File: src/source/matrix_pkg.sv
//==========================================================================
// Shared definitions: matrix geometry, slot numbers, element and op
// types, header byte layout and UART bit timing
//==========================================================================
package matrix_pkg;

  //==========================================================================
  // Matrix geometry and storage slots
  //==========================================================================
  // Largest row or column count
  localparam int MAX_DIM = 4;
  // Index width, dimensions are kept as count minus one
  localparam int DIM_W = 2;
  localparam int SLOT_W = 2;

  // Operand slots and the result slot
  localparam logic [SLOT_W-1:0] SLOT_A = 2'd0;
  localparam logic [SLOT_W-1:0] SLOT_B = 2'd1;
  localparam logic [SLOT_W-1:0] SLOT_RES = 2'd2;

  // Status LEDs: A valid, B valid, error, busy
  localparam int LED_W = 4;

  // UART timing, clock cycles per bit
  localparam int CLKS_PER_BIT = 8;
  localparam int CNT_W = $clog2(CLKS_PER_BIT);

  // One element, arithmetic wraps modulo 256
  typedef logic [7:0] elem_t;

  // Op switch encoding
  typedef enum logic [1:0] {
    OP_ADD,
    OP_SUB,
    OP_SCALE,
    OP_TRANSPOSE
  } op_t;

  // Header byte layout
  //   bit 4    : operand slot, 0 = A, 1 = B (always 0 on output)
  //   bits 3..2: row count minus one
  //   bits 1..0: column count minus one

endpackage
File: src/source/matrix_calc_top.sv
//==========================================================================
// Matrix calculator top: UART receive and load, store, ALU,
// result sender and UART transmit, plus status LEDs
//==========================================================================
`timescale 1ns/1ns

module matrix_calc_top (
  input  logic                         clk,
  input  logic                         rst_n,
  input  logic                         uart_rx,
  input  matrix_pkg::op_t              sw_mode_sel,
  input  matrix_pkg::elem_t            sw_scalar_val,
  input  logic                         btn_confirm,
  output logic                         uart_tx,
  output logic [matrix_pkg::LED_W-1:0] led_status
);
  import matrix_pkg::*;

  //==========================================================================
  // Interconnect, named after the ports they join
  //==========================================================================
  // Receive side
  elem_t             rx_byte;
  logic              rx_valid;
  logic              load_wr_new, load_wr_en, load_last;
  logic [SLOT_W-1:0] load_slot;
  logic [DIM_W-1:0]  load_rows, load_cols, load_row, load_col;
  elem_t             load_data;

  // ALU result writes
  logic              alu_wr_new, alu_wr_en, alu_last;
  logic [DIM_W-1:0]  alu_rows, alu_cols, alu_row, alu_col;
  elem_t             alu_data;
  logic              alu_done, alu_busy, alu_err;

  // Store reads
  logic [DIM_W-1:0]  a_row, a_col, b_row, b_col, r_row, r_col;
  logic [DIM_W-1:0]  a_rows, a_cols, b_rows, b_cols, r_rows, r_cols;
  elem_t             a_data, b_data, r_data;
  logic [2:0]        slot_valid;

  // Transmit side
  logic              sender_busy;
  logic              tx_start, tx_busy;
  elem_t             tx_byte;

  uart_rx u_uart_rx (.*);

  matrix_loader u_loader (.*);

  matrix_store u_store (.*);

  // Switches and slot flags go by other names here
  matrix_alu u_alu (
    .op_sel  (sw_mode_sel),
    .scalar  (sw_scalar_val),
    .a_valid (slot_valid[SLOT_A]),
    .b_valid (slot_valid[SLOT_B]),
    .*
  );

  result_sender u_sender (.*);

  uart_tx u_uart_tx (.*);

  // LED 0 A valid, 1 B valid, 2 error, 3 busy
  assign led_status = {alu_busy, alu_err, slot_valid[SLOT_B], slot_valid[SLOT_A]};

endmodule

File: src/source/result_sender.sv
//==========================================================================
// Result streamer: header byte, then result elements in row-major
// order, each handed to the UART transmitter once it is idle
//==========================================================================
`timescale 1ns/1ns

module result_sender (
  input  logic                         clk,
  input  logic                         rst_n,
  input  logic                         alu_done,
  input  logic [matrix_pkg::DIM_W-1:0] r_rows,
  input  logic [matrix_pkg::DIM_W-1:0] r_cols,
  input  matrix_pkg::elem_t            r_data,
  output logic [matrix_pkg::DIM_W-1:0] r_row,
  output logic [matrix_pkg::DIM_W-1:0] r_col,
  input  logic                         tx_busy,
  output logic                         tx_start,
  output matrix_pkg::elem_t            tx_byte,
  output logic                         sender_busy
);
  import matrix_pkg::*;

  typedef enum logic [1:0] {
    S_IDLE,
    S_SEND,
    S_GAP
  } snd_state_t;

  snd_state_t state;
  logic       hdr_q;
  logic       send_now;
  logic       at_last;

  assign send_now    = (state == S_SEND) && !tx_busy;
  assign at_last     = (r_row == r_rows) && (r_col == r_cols);
  assign sender_busy = (state != S_IDLE);

  always_ff @(posedge clk or negedge rst_n) begin
    if (!rst_n) begin
      state    <= S_IDLE;
      hdr_q    <= 1'b0;
      r_row    <= '0;
      r_col    <= '0;
      tx_start <= 1'b0;
    end else begin
      tx_start <= 1'b0;
      case (state)
        S_IDLE: begin
          if (alu_done) begin
            hdr_q <= 1'b1;
            r_row <= '0;
            r_col <= '0;
            state <= S_SEND;
          end
        end
        S_SEND: begin
          if (send_now) begin
            tx_start <= 1'b1;
            state    <= S_GAP;
          end
        end
        default: begin
          // tx_busy rises only after this cycle
          if (hdr_q) begin
            hdr_q <= 1'b0;
            state <= S_SEND;
          end else if (at_last) begin
            state <= S_IDLE;
          end else begin
            state <= S_SEND;
            r_col <= (r_col == r_cols) ? '0 : r_col + 1'b1;
            if (r_col == r_cols) r_row <= r_row + 1'b1;
          end
        end
      endcase
    end
  end

  // Header carries dimensions, slot bit clear
  always_ff @(posedge clk) begin
    if (send_now) tx_byte <= hdr_q ? {4'h0, r_rows, r_cols} : r_data;
  end

endmodule

File: src/source/matrix_alu.sv
//==========================================================================
// Element-serial ALU: operand check at start, then one result element
// per cycle into the result slot for add, subtract, scale, transpose
//==========================================================================
`timescale 1ns/1ns

module matrix_alu (
  input  logic                         clk,
  input  logic                         rst_n,
  input  logic                         btn_confirm,
  input  matrix_pkg::op_t              op_sel,
  input  matrix_pkg::elem_t            scalar,
  // Operand A read port
  output logic [matrix_pkg::DIM_W-1:0] a_row,
  output logic [matrix_pkg::DIM_W-1:0] a_col,
  input  matrix_pkg::elem_t            a_data,
  input  logic [matrix_pkg::DIM_W-1:0] a_rows,
  input  logic [matrix_pkg::DIM_W-1:0] a_cols,
  input  logic                         a_valid,
  // Operand B read port
  output logic [matrix_pkg::DIM_W-1:0] b_row,
  output logic [matrix_pkg::DIM_W-1:0] b_col,
  input  matrix_pkg::elem_t            b_data,
  input  logic [matrix_pkg::DIM_W-1:0] b_rows,
  input  logic [matrix_pkg::DIM_W-1:0] b_cols,
  input  logic                         b_valid,
  input  logic                         sender_busy,
  // Result write port
  output logic                         alu_wr_new,
  output logic                         alu_wr_en,
  output logic [matrix_pkg::DIM_W-1:0] alu_rows,
  output logic [matrix_pkg::DIM_W-1:0] alu_cols,
  output logic [matrix_pkg::DIM_W-1:0] alu_row,
  output logic [matrix_pkg::DIM_W-1:0] alu_col,
  output matrix_pkg::elem_t            alu_data,
  output logic                         alu_last,
  output logic                         alu_done,
  output logic                         alu_busy,
  output logic                         alu_err
);
  import matrix_pkg::*;

  typedef enum logic [1:0] {
    S_IDLE,
    S_RUN,
    S_FINISH
  } alu_state_t;

  alu_state_t       state;
  op_t              op_q;
  elem_t            scalar_q;
  elem_t            result;
  logic [DIM_W-1:0] row_q;
  logic [DIM_W-1:0] col_q;
  logic             start;
  logic             operands_ok;
  logic             at_last;

  // Busy covers the done cycle so a button there is not taken
  assign alu_busy = (state != S_IDLE) || alu_done;
  assign start    = btn_confirm && !alu_busy && !sender_busy;
  assign at_last  = (row_q == alu_rows) && (col_q == alu_cols);

  // Transpose reads A at (col, row)
  assign a_row = (op_q == OP_TRANSPOSE) ? col_q : row_q;
  assign a_col = (op_q == OP_TRANSPOSE) ? row_q : col_q;
  assign b_row = row_q;
  assign b_col = col_q;

  // Two-operand ops need both slots with equal sizes
  always_comb begin
    if (op_sel == OP_ADD || op_sel == OP_SUB) begin
      operands_ok = a_valid && b_valid && (a_rows == b_rows) && (a_cols == b_cols);
    end else begin
      operands_ok = a_valid;
    end
  end

  // Wrapping element ops, scale keeps the low product byte
  always_comb begin
    unique case (op_q)
      OP_ADD:   result = a_data + b_data;
      OP_SUB:   result = a_data - b_data;
      OP_SCALE: result = a_data * scalar_q;
      default:  result = a_data;
    endcase
  end

  //==========================================================================
  // Control
  //==========================================================================
  always_ff @(posedge clk or negedge rst_n) begin
    if (!rst_n) begin
      state      <= S_IDLE;
      op_q       <= OP_ADD;
      row_q      <= '0;
      col_q      <= '0;
      alu_rows   <= '0;
      alu_cols   <= '0;
      alu_row    <= '0;
      alu_col    <= '0;
      alu_wr_new <= 1'b0;
      alu_wr_en  <= 1'b0;
      alu_last   <= 1'b0;
      alu_done   <= 1'b0;
      alu_err    <= 1'b0;
    end else begin
      alu_wr_new <= 1'b0;
      alu_wr_en  <= 1'b0;
      alu_done   <= 1'b0;
      case (state)
        S_IDLE: begin
          if (start) begin
            op_q     <= op_sel;
            alu_err  <= !operands_ok;
            row_q    <= '0;
            col_q    <= '0;
            // Result shape, swapped for transpose
            alu_rows <= (op_sel == OP_TRANSPOSE) ? a_cols : a_rows;
            alu_cols <= (op_sel == OP_TRANSPOSE) ? a_rows : a_cols;
            if (operands_ok) begin
              alu_wr_new <= 1'b1;
              state      <= S_RUN;
            end
          end
        end
        S_RUN: begin
          alu_wr_en <= 1'b1;
          alu_row   <= row_q;
          alu_col   <= col_q;
          alu_last  <= at_last;
          // Row-major walk of the result
          if (at_last) begin
            state <= S_FINISH;
          end else if (col_q == alu_cols) begin
            col_q <= '0;
            row_q <= row_q + 1'b1;
          end else begin
            col_q <= col_q + 1'b1;
          end
        end
        S_FINISH: begin
          alu_done <= 1'b1;
          state    <= S_IDLE;
        end
        default: state <= S_IDLE;
      endcase
    end
  end

  always_ff @(posedge clk) begin
    if (start) scalar_q <= scalar;
    if (state == S_RUN) alu_data <= result;
  end

endmodule

File: src/source/matrix_store.sv
//==========================================================================
// Matrix store: three 4x4 slots with dimensions and valid flags,
// loader and ALU write ports, combinational read ports A, B and R
//==========================================================================
`timescale 1ns/1ns

module matrix_store (
  input  logic                          clk,
  input  logic                          rst_n,
  // Loader write port
  input  logic                          load_wr_new,
  input  logic                          load_wr_en,
  input  logic                          load_last,
  input  logic [matrix_pkg::SLOT_W-1:0] load_slot,
  input  logic [matrix_pkg::DIM_W-1:0]  load_rows,
  input  logic [matrix_pkg::DIM_W-1:0]  load_cols,
  input  logic [matrix_pkg::DIM_W-1:0]  load_row,
  input  logic [matrix_pkg::DIM_W-1:0]  load_col,
  input  matrix_pkg::elem_t             load_data,
  // ALU write port, result slot only
  input  logic                          alu_wr_new,
  input  logic                          alu_wr_en,
  input  logic                          alu_last,
  input  logic [matrix_pkg::DIM_W-1:0]  alu_rows,
  input  logic [matrix_pkg::DIM_W-1:0]  alu_cols,
  input  logic [matrix_pkg::DIM_W-1:0]  alu_row,
  input  logic [matrix_pkg::DIM_W-1:0]  alu_col,
  input  matrix_pkg::elem_t             alu_data,
  // Read ports
  input  logic [matrix_pkg::DIM_W-1:0]  a_row,
  input  logic [matrix_pkg::DIM_W-1:0]  a_col,
  input  logic [matrix_pkg::DIM_W-1:0]  b_row,
  input  logic [matrix_pkg::DIM_W-1:0]  b_col,
  input  logic [matrix_pkg::DIM_W-1:0]  r_row,
  input  logic [matrix_pkg::DIM_W-1:0]  r_col,
  output matrix_pkg::elem_t             a_data,
  output matrix_pkg::elem_t             b_data,
  output matrix_pkg::elem_t             r_data,
  output logic [matrix_pkg::DIM_W-1:0]  a_rows,
  output logic [matrix_pkg::DIM_W-1:0]  a_cols,
  output logic [matrix_pkg::DIM_W-1:0]  b_rows,
  output logic [matrix_pkg::DIM_W-1:0]  b_cols,
  output logic [matrix_pkg::DIM_W-1:0]  r_rows,
  output logic [matrix_pkg::DIM_W-1:0]  r_cols,
  output logic [2:0]                    slot_valid
);
  import matrix_pkg::*;

  elem_t                  mem [3][MAX_DIM * MAX_DIM];
  logic [2:0][DIM_W-1:0]  rows_q;
  logic [2:0][DIM_W-1:0]  cols_q;

  // Slot metadata, ALU port wins a same-cycle clash
  always_ff @(posedge clk or negedge rst_n) begin
    if (!rst_n) begin
      rows_q     <= '0;
      cols_q     <= '0;
      slot_valid <= '0;
    end else if (alu_wr_new) begin
      rows_q[SLOT_RES]     <= alu_rows;
      cols_q[SLOT_RES]     <= alu_cols;
      slot_valid[SLOT_RES] <= 1'b0;
    end else if (alu_wr_en && alu_last) begin
      slot_valid[SLOT_RES] <= 1'b1;
    end else if (load_wr_new) begin
      rows_q[load_slot]     <= load_rows;
      cols_q[load_slot]     <= load_cols;
      slot_valid[load_slot] <= 1'b0;
    end else if (load_wr_en && load_last) begin
      slot_valid[load_slot] <= 1'b1;
    end
  end

  // Element array, address is {row, col}
  always_ff @(posedge clk) begin
    if (alu_wr_en) mem[SLOT_RES][{alu_row, alu_col}] <= alu_data;
    else if (load_wr_en) mem[load_slot][{load_row, load_col}] <= load_data;
  end

  assign a_data = mem[SLOT_A][{a_row, a_col}];
  assign b_data = mem[SLOT_B][{b_row, b_col}];
  assign r_data = mem[SLOT_RES][{r_row, r_col}];
  assign a_rows = rows_q[SLOT_A];
  assign a_cols = cols_q[SLOT_A];
  assign b_rows = rows_q[SLOT_B];
  assign b_cols = cols_q[SLOT_B];
  assign r_rows = rows_q[SLOT_RES];
  assign r_cols = cols_q[SLOT_RES];

endmodule

File: src/source/matrix_loader.sv
//==========================================================================
// Operand loader: header byte then row-major element bytes, turned
// into slot setup and element writes for the matrix store
//==========================================================================
`timescale 1ns/1ns

module matrix_loader (
  input  logic                               clk,
  input  logic                               rst_n,
  input  matrix_pkg::elem_t                  rx_byte,
  input  logic                               rx_valid,
  output logic                               load_wr_new,
  output logic                               load_wr_en,
  output logic                               load_last,
  output logic [matrix_pkg::SLOT_W-1:0]      load_slot,
  output logic [matrix_pkg::DIM_W-1:0]       load_rows,
  output logic [matrix_pkg::DIM_W-1:0]       load_cols,
  output logic [matrix_pkg::DIM_W-1:0]       load_row,
  output logic [matrix_pkg::DIM_W-1:0]       load_col,
  output matrix_pkg::elem_t                  load_data
);
  import matrix_pkg::*;

  typedef enum logic {
    L_HDR,
    L_ELEM
  } ld_state_t;

  ld_state_t state;
  logic      at_last;

  // Current position is the final element
  assign at_last = (load_row == load_rows) && (load_col == load_cols);

  always_ff @(posedge clk or negedge rst_n) begin
    if (!rst_n) begin
      state       <= L_HDR;
      load_wr_new <= 1'b0;
      load_wr_en  <= 1'b0;
      load_last   <= 1'b0;
      load_slot   <= SLOT_A;
      load_rows   <= '0;
      load_cols   <= '0;
      load_row    <= '0;
      load_col    <= '0;
    end else begin
      load_wr_new <= 1'b0;
      load_wr_en  <= 1'b0;
      // Step past the element just written
      if (load_wr_en) begin
        if (load_col == load_cols) begin
          load_col <= '0;
          load_row <= load_row + 1'b1;
        end else begin
          load_col <= load_col + 1'b1;
        end
      end
      if (rx_valid && state == L_HDR) begin
        load_wr_new <= 1'b1;
        load_slot   <= rx_byte[4] ? SLOT_B : SLOT_A;
        load_rows   <= rx_byte[3:2];
        load_cols   <= rx_byte[1:0];
        load_row    <= '0;
        load_col    <= '0;
        state       <= L_ELEM;
      end else if (rx_valid) begin
        load_wr_en <= 1'b1;
        load_last  <= at_last;
        if (at_last) state <= L_HDR;
      end
    end
  end

  always_ff @(posedge clk) begin
    if (rx_valid && state == L_ELEM) load_data <= rx_byte;
  end

endmodule

File: src/source/uart_tx.sv
//==========================================================================
// UART transmitter: 10-bit frame shifter with bit and cycle counters
//==========================================================================
`timescale 1ns/1ns

module uart_tx (
  input  logic              clk,
  input  logic              rst_n,
  input  logic              tx_start,
  input  matrix_pkg::elem_t tx_byte,
  output logic              tx_busy,
  output logic              uart_tx
);
  import matrix_pkg::*;

  logic [9:0]       frame_q;
  logic [CNT_W-1:0] clk_cnt;
  logic [3:0]       bit_cnt;
  logic             bit_end;

  assign bit_end = (clk_cnt == CNT_W'(CLKS_PER_BIT - 1));
  // Idle line is high
  assign uart_tx = tx_busy ? frame_q[0] : 1'b1;

  always_ff @(posedge clk or negedge rst_n) begin
    if (!rst_n) begin
      tx_busy <= 1'b0;
      clk_cnt <= '0;
      bit_cnt <= '0;
    end else if (!tx_busy) begin
      // Start pulses while busy never reach here
      if (tx_start) begin
        tx_busy <= 1'b1;
        clk_cnt <= '0;
        bit_cnt <= '0;
      end
    end else if (bit_end) begin
      clk_cnt <= '0;
      // Frame ends after the stop bit
      if (bit_cnt == 4'd9) tx_busy <= 1'b0;
      else bit_cnt <= bit_cnt + 1'b1;
    end else begin
      clk_cnt <= clk_cnt + 1'b1;
    end
  end

  // Stop, data, start; shifted out from bit 0
  always_ff @(posedge clk) begin
    if (!tx_busy && tx_start) frame_q <= {1'b1, tx_byte, 1'b0};
    else if (tx_busy && bit_end) frame_q <= {1'b1, frame_q[9:1]};
  end

endmodule

File: src/source/uart_rx.sv
//==========================================================================
// UART receiver: input synchronizer, start edge detect, mid-bit
// sampling and stop bit check, one byte per frame
//==========================================================================
`timescale 1ns/1ns

module uart_rx (
  input  logic              clk,
  input  logic              rst_n,
  input  logic              uart_rx,
  output matrix_pkg::elem_t rx_byte,
  output logic              rx_valid
);
  import matrix_pkg::*;

  typedef enum logic [1:0] {
    RX_IDLE,
    RX_START,
    RX_DATA,
    RX_STOP
  } rx_state_t;

  rx_state_t        state;
  logic [1:0]       sync_q;
  logic             rx_s;
  logic [CNT_W-1:0] clk_cnt;
  logic [2:0]       bit_cnt;
  logic             bit_end;
  elem_t            shift_q;

  // Line level after the two sync flops
  assign rx_s    = sync_q[1];
  // Last cycle of a full bit period
  assign bit_end = (clk_cnt == CNT_W'(CLKS_PER_BIT - 1));

  always_ff @(posedge clk or negedge rst_n) begin
    if (!rst_n) begin
      sync_q   <= 2'b11;
      state    <= RX_IDLE;
      clk_cnt  <= '0;
      bit_cnt  <= '0;
      rx_valid <= 1'b0;
    end else begin
      sync_q   <= {sync_q[0], uart_rx};
      rx_valid <= 1'b0;
      clk_cnt  <= clk_cnt + 1'b1;
      case (state)
        RX_IDLE: begin
          clk_cnt <= '0;
          // Falling edge starts a frame
          if (!rx_s) state <= RX_START;
        end
        RX_START: begin
          // Middle of start bit, line must still be low
          if (clk_cnt == CNT_W'(CLKS_PER_BIT / 2 - 1)) begin
            clk_cnt <= '0;
            bit_cnt <= '0;
            state   <= rx_s ? RX_IDLE : RX_DATA;
          end
        end
        RX_DATA: begin
          if (bit_end) begin
            bit_cnt <= bit_cnt + 1'b1;
            if (bit_cnt == 3'd7) state <= RX_STOP;
          end
        end
        default: begin
          // Stop bit sample, a low line drops the frame
          if (bit_end) begin
            rx_valid <= rx_s;
            state    <= RX_IDLE;
          end
        end
      endcase
    end
  end

  // Data path, LSB first into the top of the shifter
  always_ff @(posedge clk) begin
    if (state == RX_DATA && bit_end) shift_q <= {rx_s, shift_q[7:1]};
    if (state == RX_STOP && bit_end && rx_s) rx_byte <= shift_q;
  end

endmodule

File: config.mk
export PLATFORM = sky130hd
export DESIGN_NAME = matrix_calc_top
export DESIGN_NICKNAME = d
export VERILOG_FILES = /design/src/source/matrix_pkg.sv /design/src/source/matrix_calc_top.sv /design/src/source/result_sender.sv /design/src/source/matrix_alu.sv /design/src/source/matrix_store.sv /design/src/source/matrix_loader.sv /design/src/source/uart_tx.sv /design/src/source/uart_rx.sv
export SDC_FILE = /design/constraint.sdc
export NUM_CORES = 1
export LEC_CHECK = 0
export ABC_CLOCK_PERIOD_IN_PS = 16000
export BUFFER_PORTS_ARGS = -buffer_cell sky130_fd_sc_hd__buf_2
export CAP_MARGIN = 20
export CELL_PAD_IN_SITES_DETAIL_PLACEMENT = 0
export CELL_PAD_IN_SITES_GLOBAL_PLACEMENT = 2
export CORE_UTILIZATION = 50
export DETAILED_ROUTE_END_ITERATION = 16
export PLACE_DENSITY = 0.93
export SYNTH_ARGS = -nofsm -noshare
export SYNTH_HDL_FRONTEND = slang
export SYNTH_SLANG_ARGS = --single-unit
export TNS_END_PERCENT = 20
File: constraint.sdc
create_clock -name clk -period 16 [get_ports clk]
set_clock_uncertainty 0.1 [all_clocks]
set_input_delay 0 -clock clk [delete_from_list [all_inputs] [get_ports clk]]
set_output_delay 0 -clock clk [all_outputs]
set_load 0.005 [all_outputs]
## After elaboration in Yosys (flattened, before gate mapping)

Memories as Yosys holds them, arrays and structs flattened.
Cells that the tools add are included.

| storage, ports and cells | value |
|---|---|
| register bits after elaboration | 134 |
| bits in latches | 0 |
| memories kept | 1 |
| memory bits (read-only) | 0 |
| bits in writable memories | 384 |

| operators by class | value |
|---|---|
| $mul | 1 |
| bitwise gates (word level) | 13 |
| div/mod/pow operators | 0 |
| shift operators | 0 |
| magnitude comparators | 9 |
| eq/ne operators | 40 |
| add/subtract/negate cells | 12 |
| muxes and demuxes | 119 |
| reduce and logical (&&, ||, !) cells | 66 |

Memories:

| name | words | bits a word | read ports | clocked after memory_dff | write ports | line | source |
|---|---|---|---|---|---|---|---|
| u_store.mem | 3 | 128 | 3 | 0 | 1 | matrix_store.sv:49 | `elem_t mem [3][MAX_DIM * MAX_DIM];` |

Operator list:

| kind | count |
|---|---|
| two-way mux 128 bit | 4 |
| OR reduction 128 bit | 1 |
| binary-select mux 8 bit (select 4 bit) | 3 |
| two-way mux 2 bit | 38 |
| demux 8 bit (select 4 bit) | 2 |
| two-way mux 8 bit | 8 |
| two-way mux 1 bit | 30 |
| nonzero test 2 bit | 13 |
| greater-or-equal comparator 5 bit (second input constant) | 5 |
| NOT 4 -> 5 bit | 5 |
| two-way mux 3 bit | 8 |
| two-way mux 6 bit | 4 |
| one-hot mux 2 bit (2 select lines) | 6 |
| one-hot mux 8 bit (3 select lines) | 1 |
| logical AND 1 bit | 21 |
| two-way mux 4 bit | 5 |
| two-way mux 9 bit | 2 |
| != test 2 x 1 -> 1 bit (second input constant) | 9 |
| AND reduction 3 bit | 6 |
| == test 2 bit | 8 |
| != test 2 bit (second input constant) | 7 |
| AND reduction 2 bit | 7 |
| adder 2 x 1 -> 2 bit (second input constant) | 6 |
| bitwise mux 6 bit | 2 |
| other kinds (30) | 59 |

## Logic depth before layout (Yosys ltp)

| depth | value |
|---|---|
| depth in word-level cells | 9 |
| depth in mapped cells | 27 |
| gate-level depth less buffers | 23 |

## Hierarchy

A second synthesis with hierarchy kept.

| second synthesis, totals | value |
|---|---|
| cell total of the unflattened synthesis | 1321 |
| area, all modules | 22265.1 um^2 |

Modules (own cells, without submodules):

| module | cells an instance | instances | area each (um^2) |
|---|---|---|---|
| matrix_store | 746 | 1 | 15838.9 |
| matrix_alu | 310 | 1 | 2939.1 |
| uart_rx | 66 | 1 | 1052.3 |
| uart_tx | 67 | 1 | 827.0 |
| matrix_loader | 68 | 1 | 815.8 |
| result_sender | 62 | 1 | 777.0 |
| matrix_calc_top | 2 | 1 | 15.0 |

## Least setup slack after synthesis

OpenSTA, ideal clock, no wires.

| path | value |
|---|---|
| kind | register -> register |
| start | register u_alu.op_q[1] |
| end | register u_alu.alu_data[7], data pin |
| path buffers | 2 |
| data arrival time | 5.753 ns |
| data required time | 15.626 ns |
| stages on the path, launching flop included | 23 |
| setup time | 0.274 ns |
| slack | 9.873 ns |
| path through | dfrtp_1 > buf_4 > nand2_2 > a21o_1 > buf_6 > mux4_2 > mux4_2 > mux2_4 > and2_1 > fa_1 > fa_1 > ha_1 > inv_1 > fa_1 > inv_1 > ha_1 > a21o_1 > a21oi_1 > xnor2_1 > xnor2_1 > xnor3_1 > xnor3_1 > a31oi_1 |

| on the way | value |
|---|---|
| cells in the longest elaborated chain, start to end | 8 |
| elaborated cells between the ends (all ways) | 14 |
| those cells by class | 2 x add/sub; 1 x mul; 3 x eq/ne; 6 x mux; 1 x bitwise; 1 x reduce/logical |

RTL lines:

| element | line | source |
|---|---|---|
| start, declared | matrix_alu.sv:50 | `op_t op_q;` |
| start signal, assigned | matrix_alu.sv:114 | `op_q <= op_sel;` |
| == test 2 bit | matrix_alu.sv:65, matrix_alu.sv:66 |  |
| two-way mux 2 bit (on tied branches) | matrix_alu.sv:66, matrix_alu.sv:65 |  |
| NOT 4 -> 5 bit (not written as such) | matrix_store.sv:80 | `assign a_data = mem[SLOT_A][{a_row, a_col}];` |
| binary-select mux 8 bit (select 4 bit) | matrix_store.sv:80 |  |
| two-way mux 8 bit (not written as such) (2 in a row) | matrix_store.sv:80 |  |
| multiplier 8 x 8 -> 8 bit, or another cell as far along | matrix_alu.sv:84 | `OP_SCALE: result = a_data * scalar_q;` |
| one-hot mux 8 bit (3 select lines) (*) | matrix_alu.sv:81 | `unique case (op_q)` |
| named net u_alu.result[7] | matrix_alu.sv:52 | `elem_t result;` |
| end signal, assigned | matrix_alu.sv:153 | `if (state == S_RUN) alu_data <= result;` |
| end, declared | matrix_alu.sv:35 | `output matrix_pkg::elem_t alu_data,` |

Mark *: on every way through the listed nets, which the timed path passes. The rest lies on a longest branch. The select of a mux whose other input is x is not followed.
A chain may end at the register's enable or synchronous reset.

## Final worst setup path

Ends and elaborated chain as after synthesis.

==> impl_metrics.csv <==
group,metric,value,unit
sta,max_freq,137.1,MHz
sta,period_share,45.57,%
sta,fin_ws,8.709,ns
critical_path,critPathMostFrequentCell,"fa_1",
synthesis,synth_seq_cells,516,
sta,worstMarginPinSlew,1.165,ns
placed_design,dp_hpwl,31.34,mm
route,dr.pass1.iters,5,
synthesis,synth.distinct_cells,75,
clock_tree,clock_latency,0.59,ns
synthesis,synth_flop_cell,"edfxtp_1",
critical_path,cp_max_fo,47,
pwr,p_per_area,109.2,nW/um^2
sta,finalHoldViolCount,0,
sta,finalCriticalPeriod,7.291,ns
global_route,antenna_found_initial,0,
min_path,hold_path.class,"input port to register",
flow_run,cap_violations,0,
route,antenna_left,0,
floorplan,fp.dieH,215.1,microns
critical_path,slowest_delay,0.58,ns
synthesis,async_reset_ff_share,14.53,%
synthesis,yosys.area.top_type,"edfxtp_1",
floorplan,die_x,215.1,microns
outcome,status,"finished clean",
global_route,grtUsageMet1,32.42,%
route,routedWlPerCell,22.91,microns
final_layout,final_nets,1569,
synthesis,synth.most_common_cell,"edfxtp_1",
synthesis,netlist.area_leader.share,58.20,%
clock_tree,postCtsSetupBuffers,0,
final_layout,regArea,15120,sq um
clock_tree,cts_root_buf,"clkbuf_16",
floorplan,die-area,46260,sq um
final_layout,fillCellCount,3413,
route,routed_wl,48.78,mm
route,dr_total_vias,12450,
synthesis,ys.warnings.count,0,
clock_tree,cts_inserted_buffers,51,
clock_tree,ctsHtreeMaxLevel,2,
placed_design,globalplace.congestion,0.8374,
sta,finalSetupViolCount,0,
clock_tree,cts_hold_buf,20,
global_route,track_usage,21.61,%
synthesis,synth-edff-count,440,
critical_path,path_buf_inv,4,
final_layout,syn_to_final_growth,11.13,%
clock_tree,cts_resized,0,
floorplan,ios,19,
sta,grt_setup_unrepaired,"false",
sta,slew_headroom,22.04,%
route,drc,0,
global_route,first_global_vias,12570,
clock_tree,cts.sink_count,516,
global_route,grt_max_degree,66,
synthesis,synth_area_leaders,"edfxtp_1 (58%), dfrtp_1 (8.0%), mux4_2 (8.0%), ha_1 (2.6%), mux2i_1 (2.5%)",
route,viasPerCell,5.846,
final_layout,multi_input_area,7014,sq um
synthesis,synth_cells,1446,
route,drtIter0Drc,1221,
synthesis,synthTopCellsByCount,"edfxtp_1 (440), nand2_1 (104), mux4_2 (81)",
critical_path,worstPathRequired,16.22,ns
global_route,use_met2,33.26,%
critical_path,worst_path_max_delay_cell,"nand2_2",
pwr,finalPower,2754,uW
pwr,p_leak,0.009013,uW
synthesis,syn-num-nets,1520,
pwr,ir_worst_vdd,0.09482,mV
critical_path,critPathLaunchType,"register",
critical_path,endpoint_kind,"register",
critical_path,path_cells,"buf_4, nand2_2, a21o_1, buf_4, mux4_2, mux4_2, mux2_4, and2_1, fa_1, fa_1, ha_1, inv_1, fa_1, inv_1, ha_1, a21o_1, a21oi_1, xnor2_1, xnor2_1, xnor3_1, xnor3_1, a31oi_1",
synthesis,synth-seq-area-share,66.56,%
clock_tree,cts.clk_slew.worst_paths,0.06,ns
clock_tree,cts_tree,"yes",
placed_design,dpl_worst_slack,8.719,ns
global_route,grt_pass1_wl,75.59,mm
clock_tree,clock_path_buffers,3,
global_route,top_usage_layer,"met2",
final_layout,layout-drive-gt1-share,17.06,%
global_route,use_met3,3.298,%
critical_path,crit_type,"register to register",
global_route,gr-total-overflow,0,
sta,finalSetupTns,0,ns
synthesis,synthesis.area,22700,sq um
critical_path,arrival,7.51,ns
placed_design,io_buffers,18,
floorplan,fp-row-count,77,
synthesis,syn_area_per_cell,15.70,sq um
floorplan,core,44510,sq um
critical_path,critPathTopFamily,"adder cells",
sta,drv_slew,0,
floorplan,start_util,51.01,%
area by class of cell:
type / instances / area share, %
repair buffers: 68 / 2.043
clock buffers: 62 / 5.391
diodes: 1 / 0.009919
well taps: 592 / 2.936
multi-input cells: 800 / 27.80
flip-flops and latches: 516 / 59.93
inverters: 58 / 0.8629
clock inverters: 32 / 1.027
state kept, by name (all words and copies together) (netlist names), 3 cells and up, named ones only:
signal              count
u_uart_rx.bit_cnt       3
u_uart_tx.frame_q       9
u_uart_rx.rx_byte       8
u_uart_rx.shift_q       8
u_alu.alu_data          8
u_uart_tx.clk_cnt       3
u_alu.scalar_q          8
u_uart_tx.bit_cnt       4
u_store.mem           384
u_sender.tx_byte        8
u_uart_rx.clk_cnt       3
u_loader.load_data      8
per-stage QoR:
stage                     cells  utilization, %  area [sq um]  hold WS, ns
after floorplan            1446               -         22700      -0.3956
after global placement     2005           52.44         23340      -0.2517
after detailed placement   2013           52.58         23400      -0.2484
after CTS                  2127           56.67         25220     0.003001
after global routing       2128           56.68         25230      0.01954
final                      2129           56.68         25230      0.03164
power breakdown:
group          leakage [uW]  switching (uW)  internal (uW)
sequential          0.00497            11.2           1450
clock              0.000787             505            656
combinational       0.00326            71.6           56.7
layout by cell type (no fill, tap or decap), drive strengths merged, types with 27 or more instances in the layout:
master | Yosys | final
nand2 | 105 | 105
mux2i | 58 | 58
mux2 | 39 | 39
clkbuf | 32 | 62
edfxtp | 440 | 440
buf | 40 | 48
ha | 47 | 47
o21ai | 46 | 46
nor2 | 70 | 70
and2 | 27 | 27
and3 | 29 | 29
mux4 | 81 | 81
inv | 57 | 59
dfrtp | 73 | 73
a21oi | 29 | 29
metal layers:
metal / share of wire (%) / wire, microns
met1: 46 / 22390
met2: 47 / 22840
met3: 5.2 / 2534
met4: 2.1 / 1012
met5: 0 / 0
path summary, 6_finish.rpt:
check | cells after the start | from | to | slack (ns)
worst max-delay path | 22 | u_alu.op_q[1] | u_alu.alu_data[7] | 8.71
worst max register to register | 22 | u_alu.op_q[1] | u_alu.alu_data[7] | 8.71
max in group asynchronous | 3 | rst_n | u_uart_rx.sync_q[1] | 15.07
worst min-delay path | 2 | sw_scalar_val[6] | u_alu.scalar_q[6] | 0.03
worst min register to register | 0 | u_uart_rx.sync_q[0] | u_uart_rx.sync_q[1] | 0.26
min in group asynchronous | 3 | rst_n | u_uart_rx.rx_valid | 0.04
logic make-up after synthesis:
logic type      after synthesis  synth area share [%]
mux                         178                 12.56
fa+ha+maj                    60                 3.737
xor+xnor                     44                 1.819
buf+inv                     130                 2.579
simple gates                346                 7.583
compound gates              172                 5.159
flops                       516                 66.56
Power figures use the tool's default switching activity.
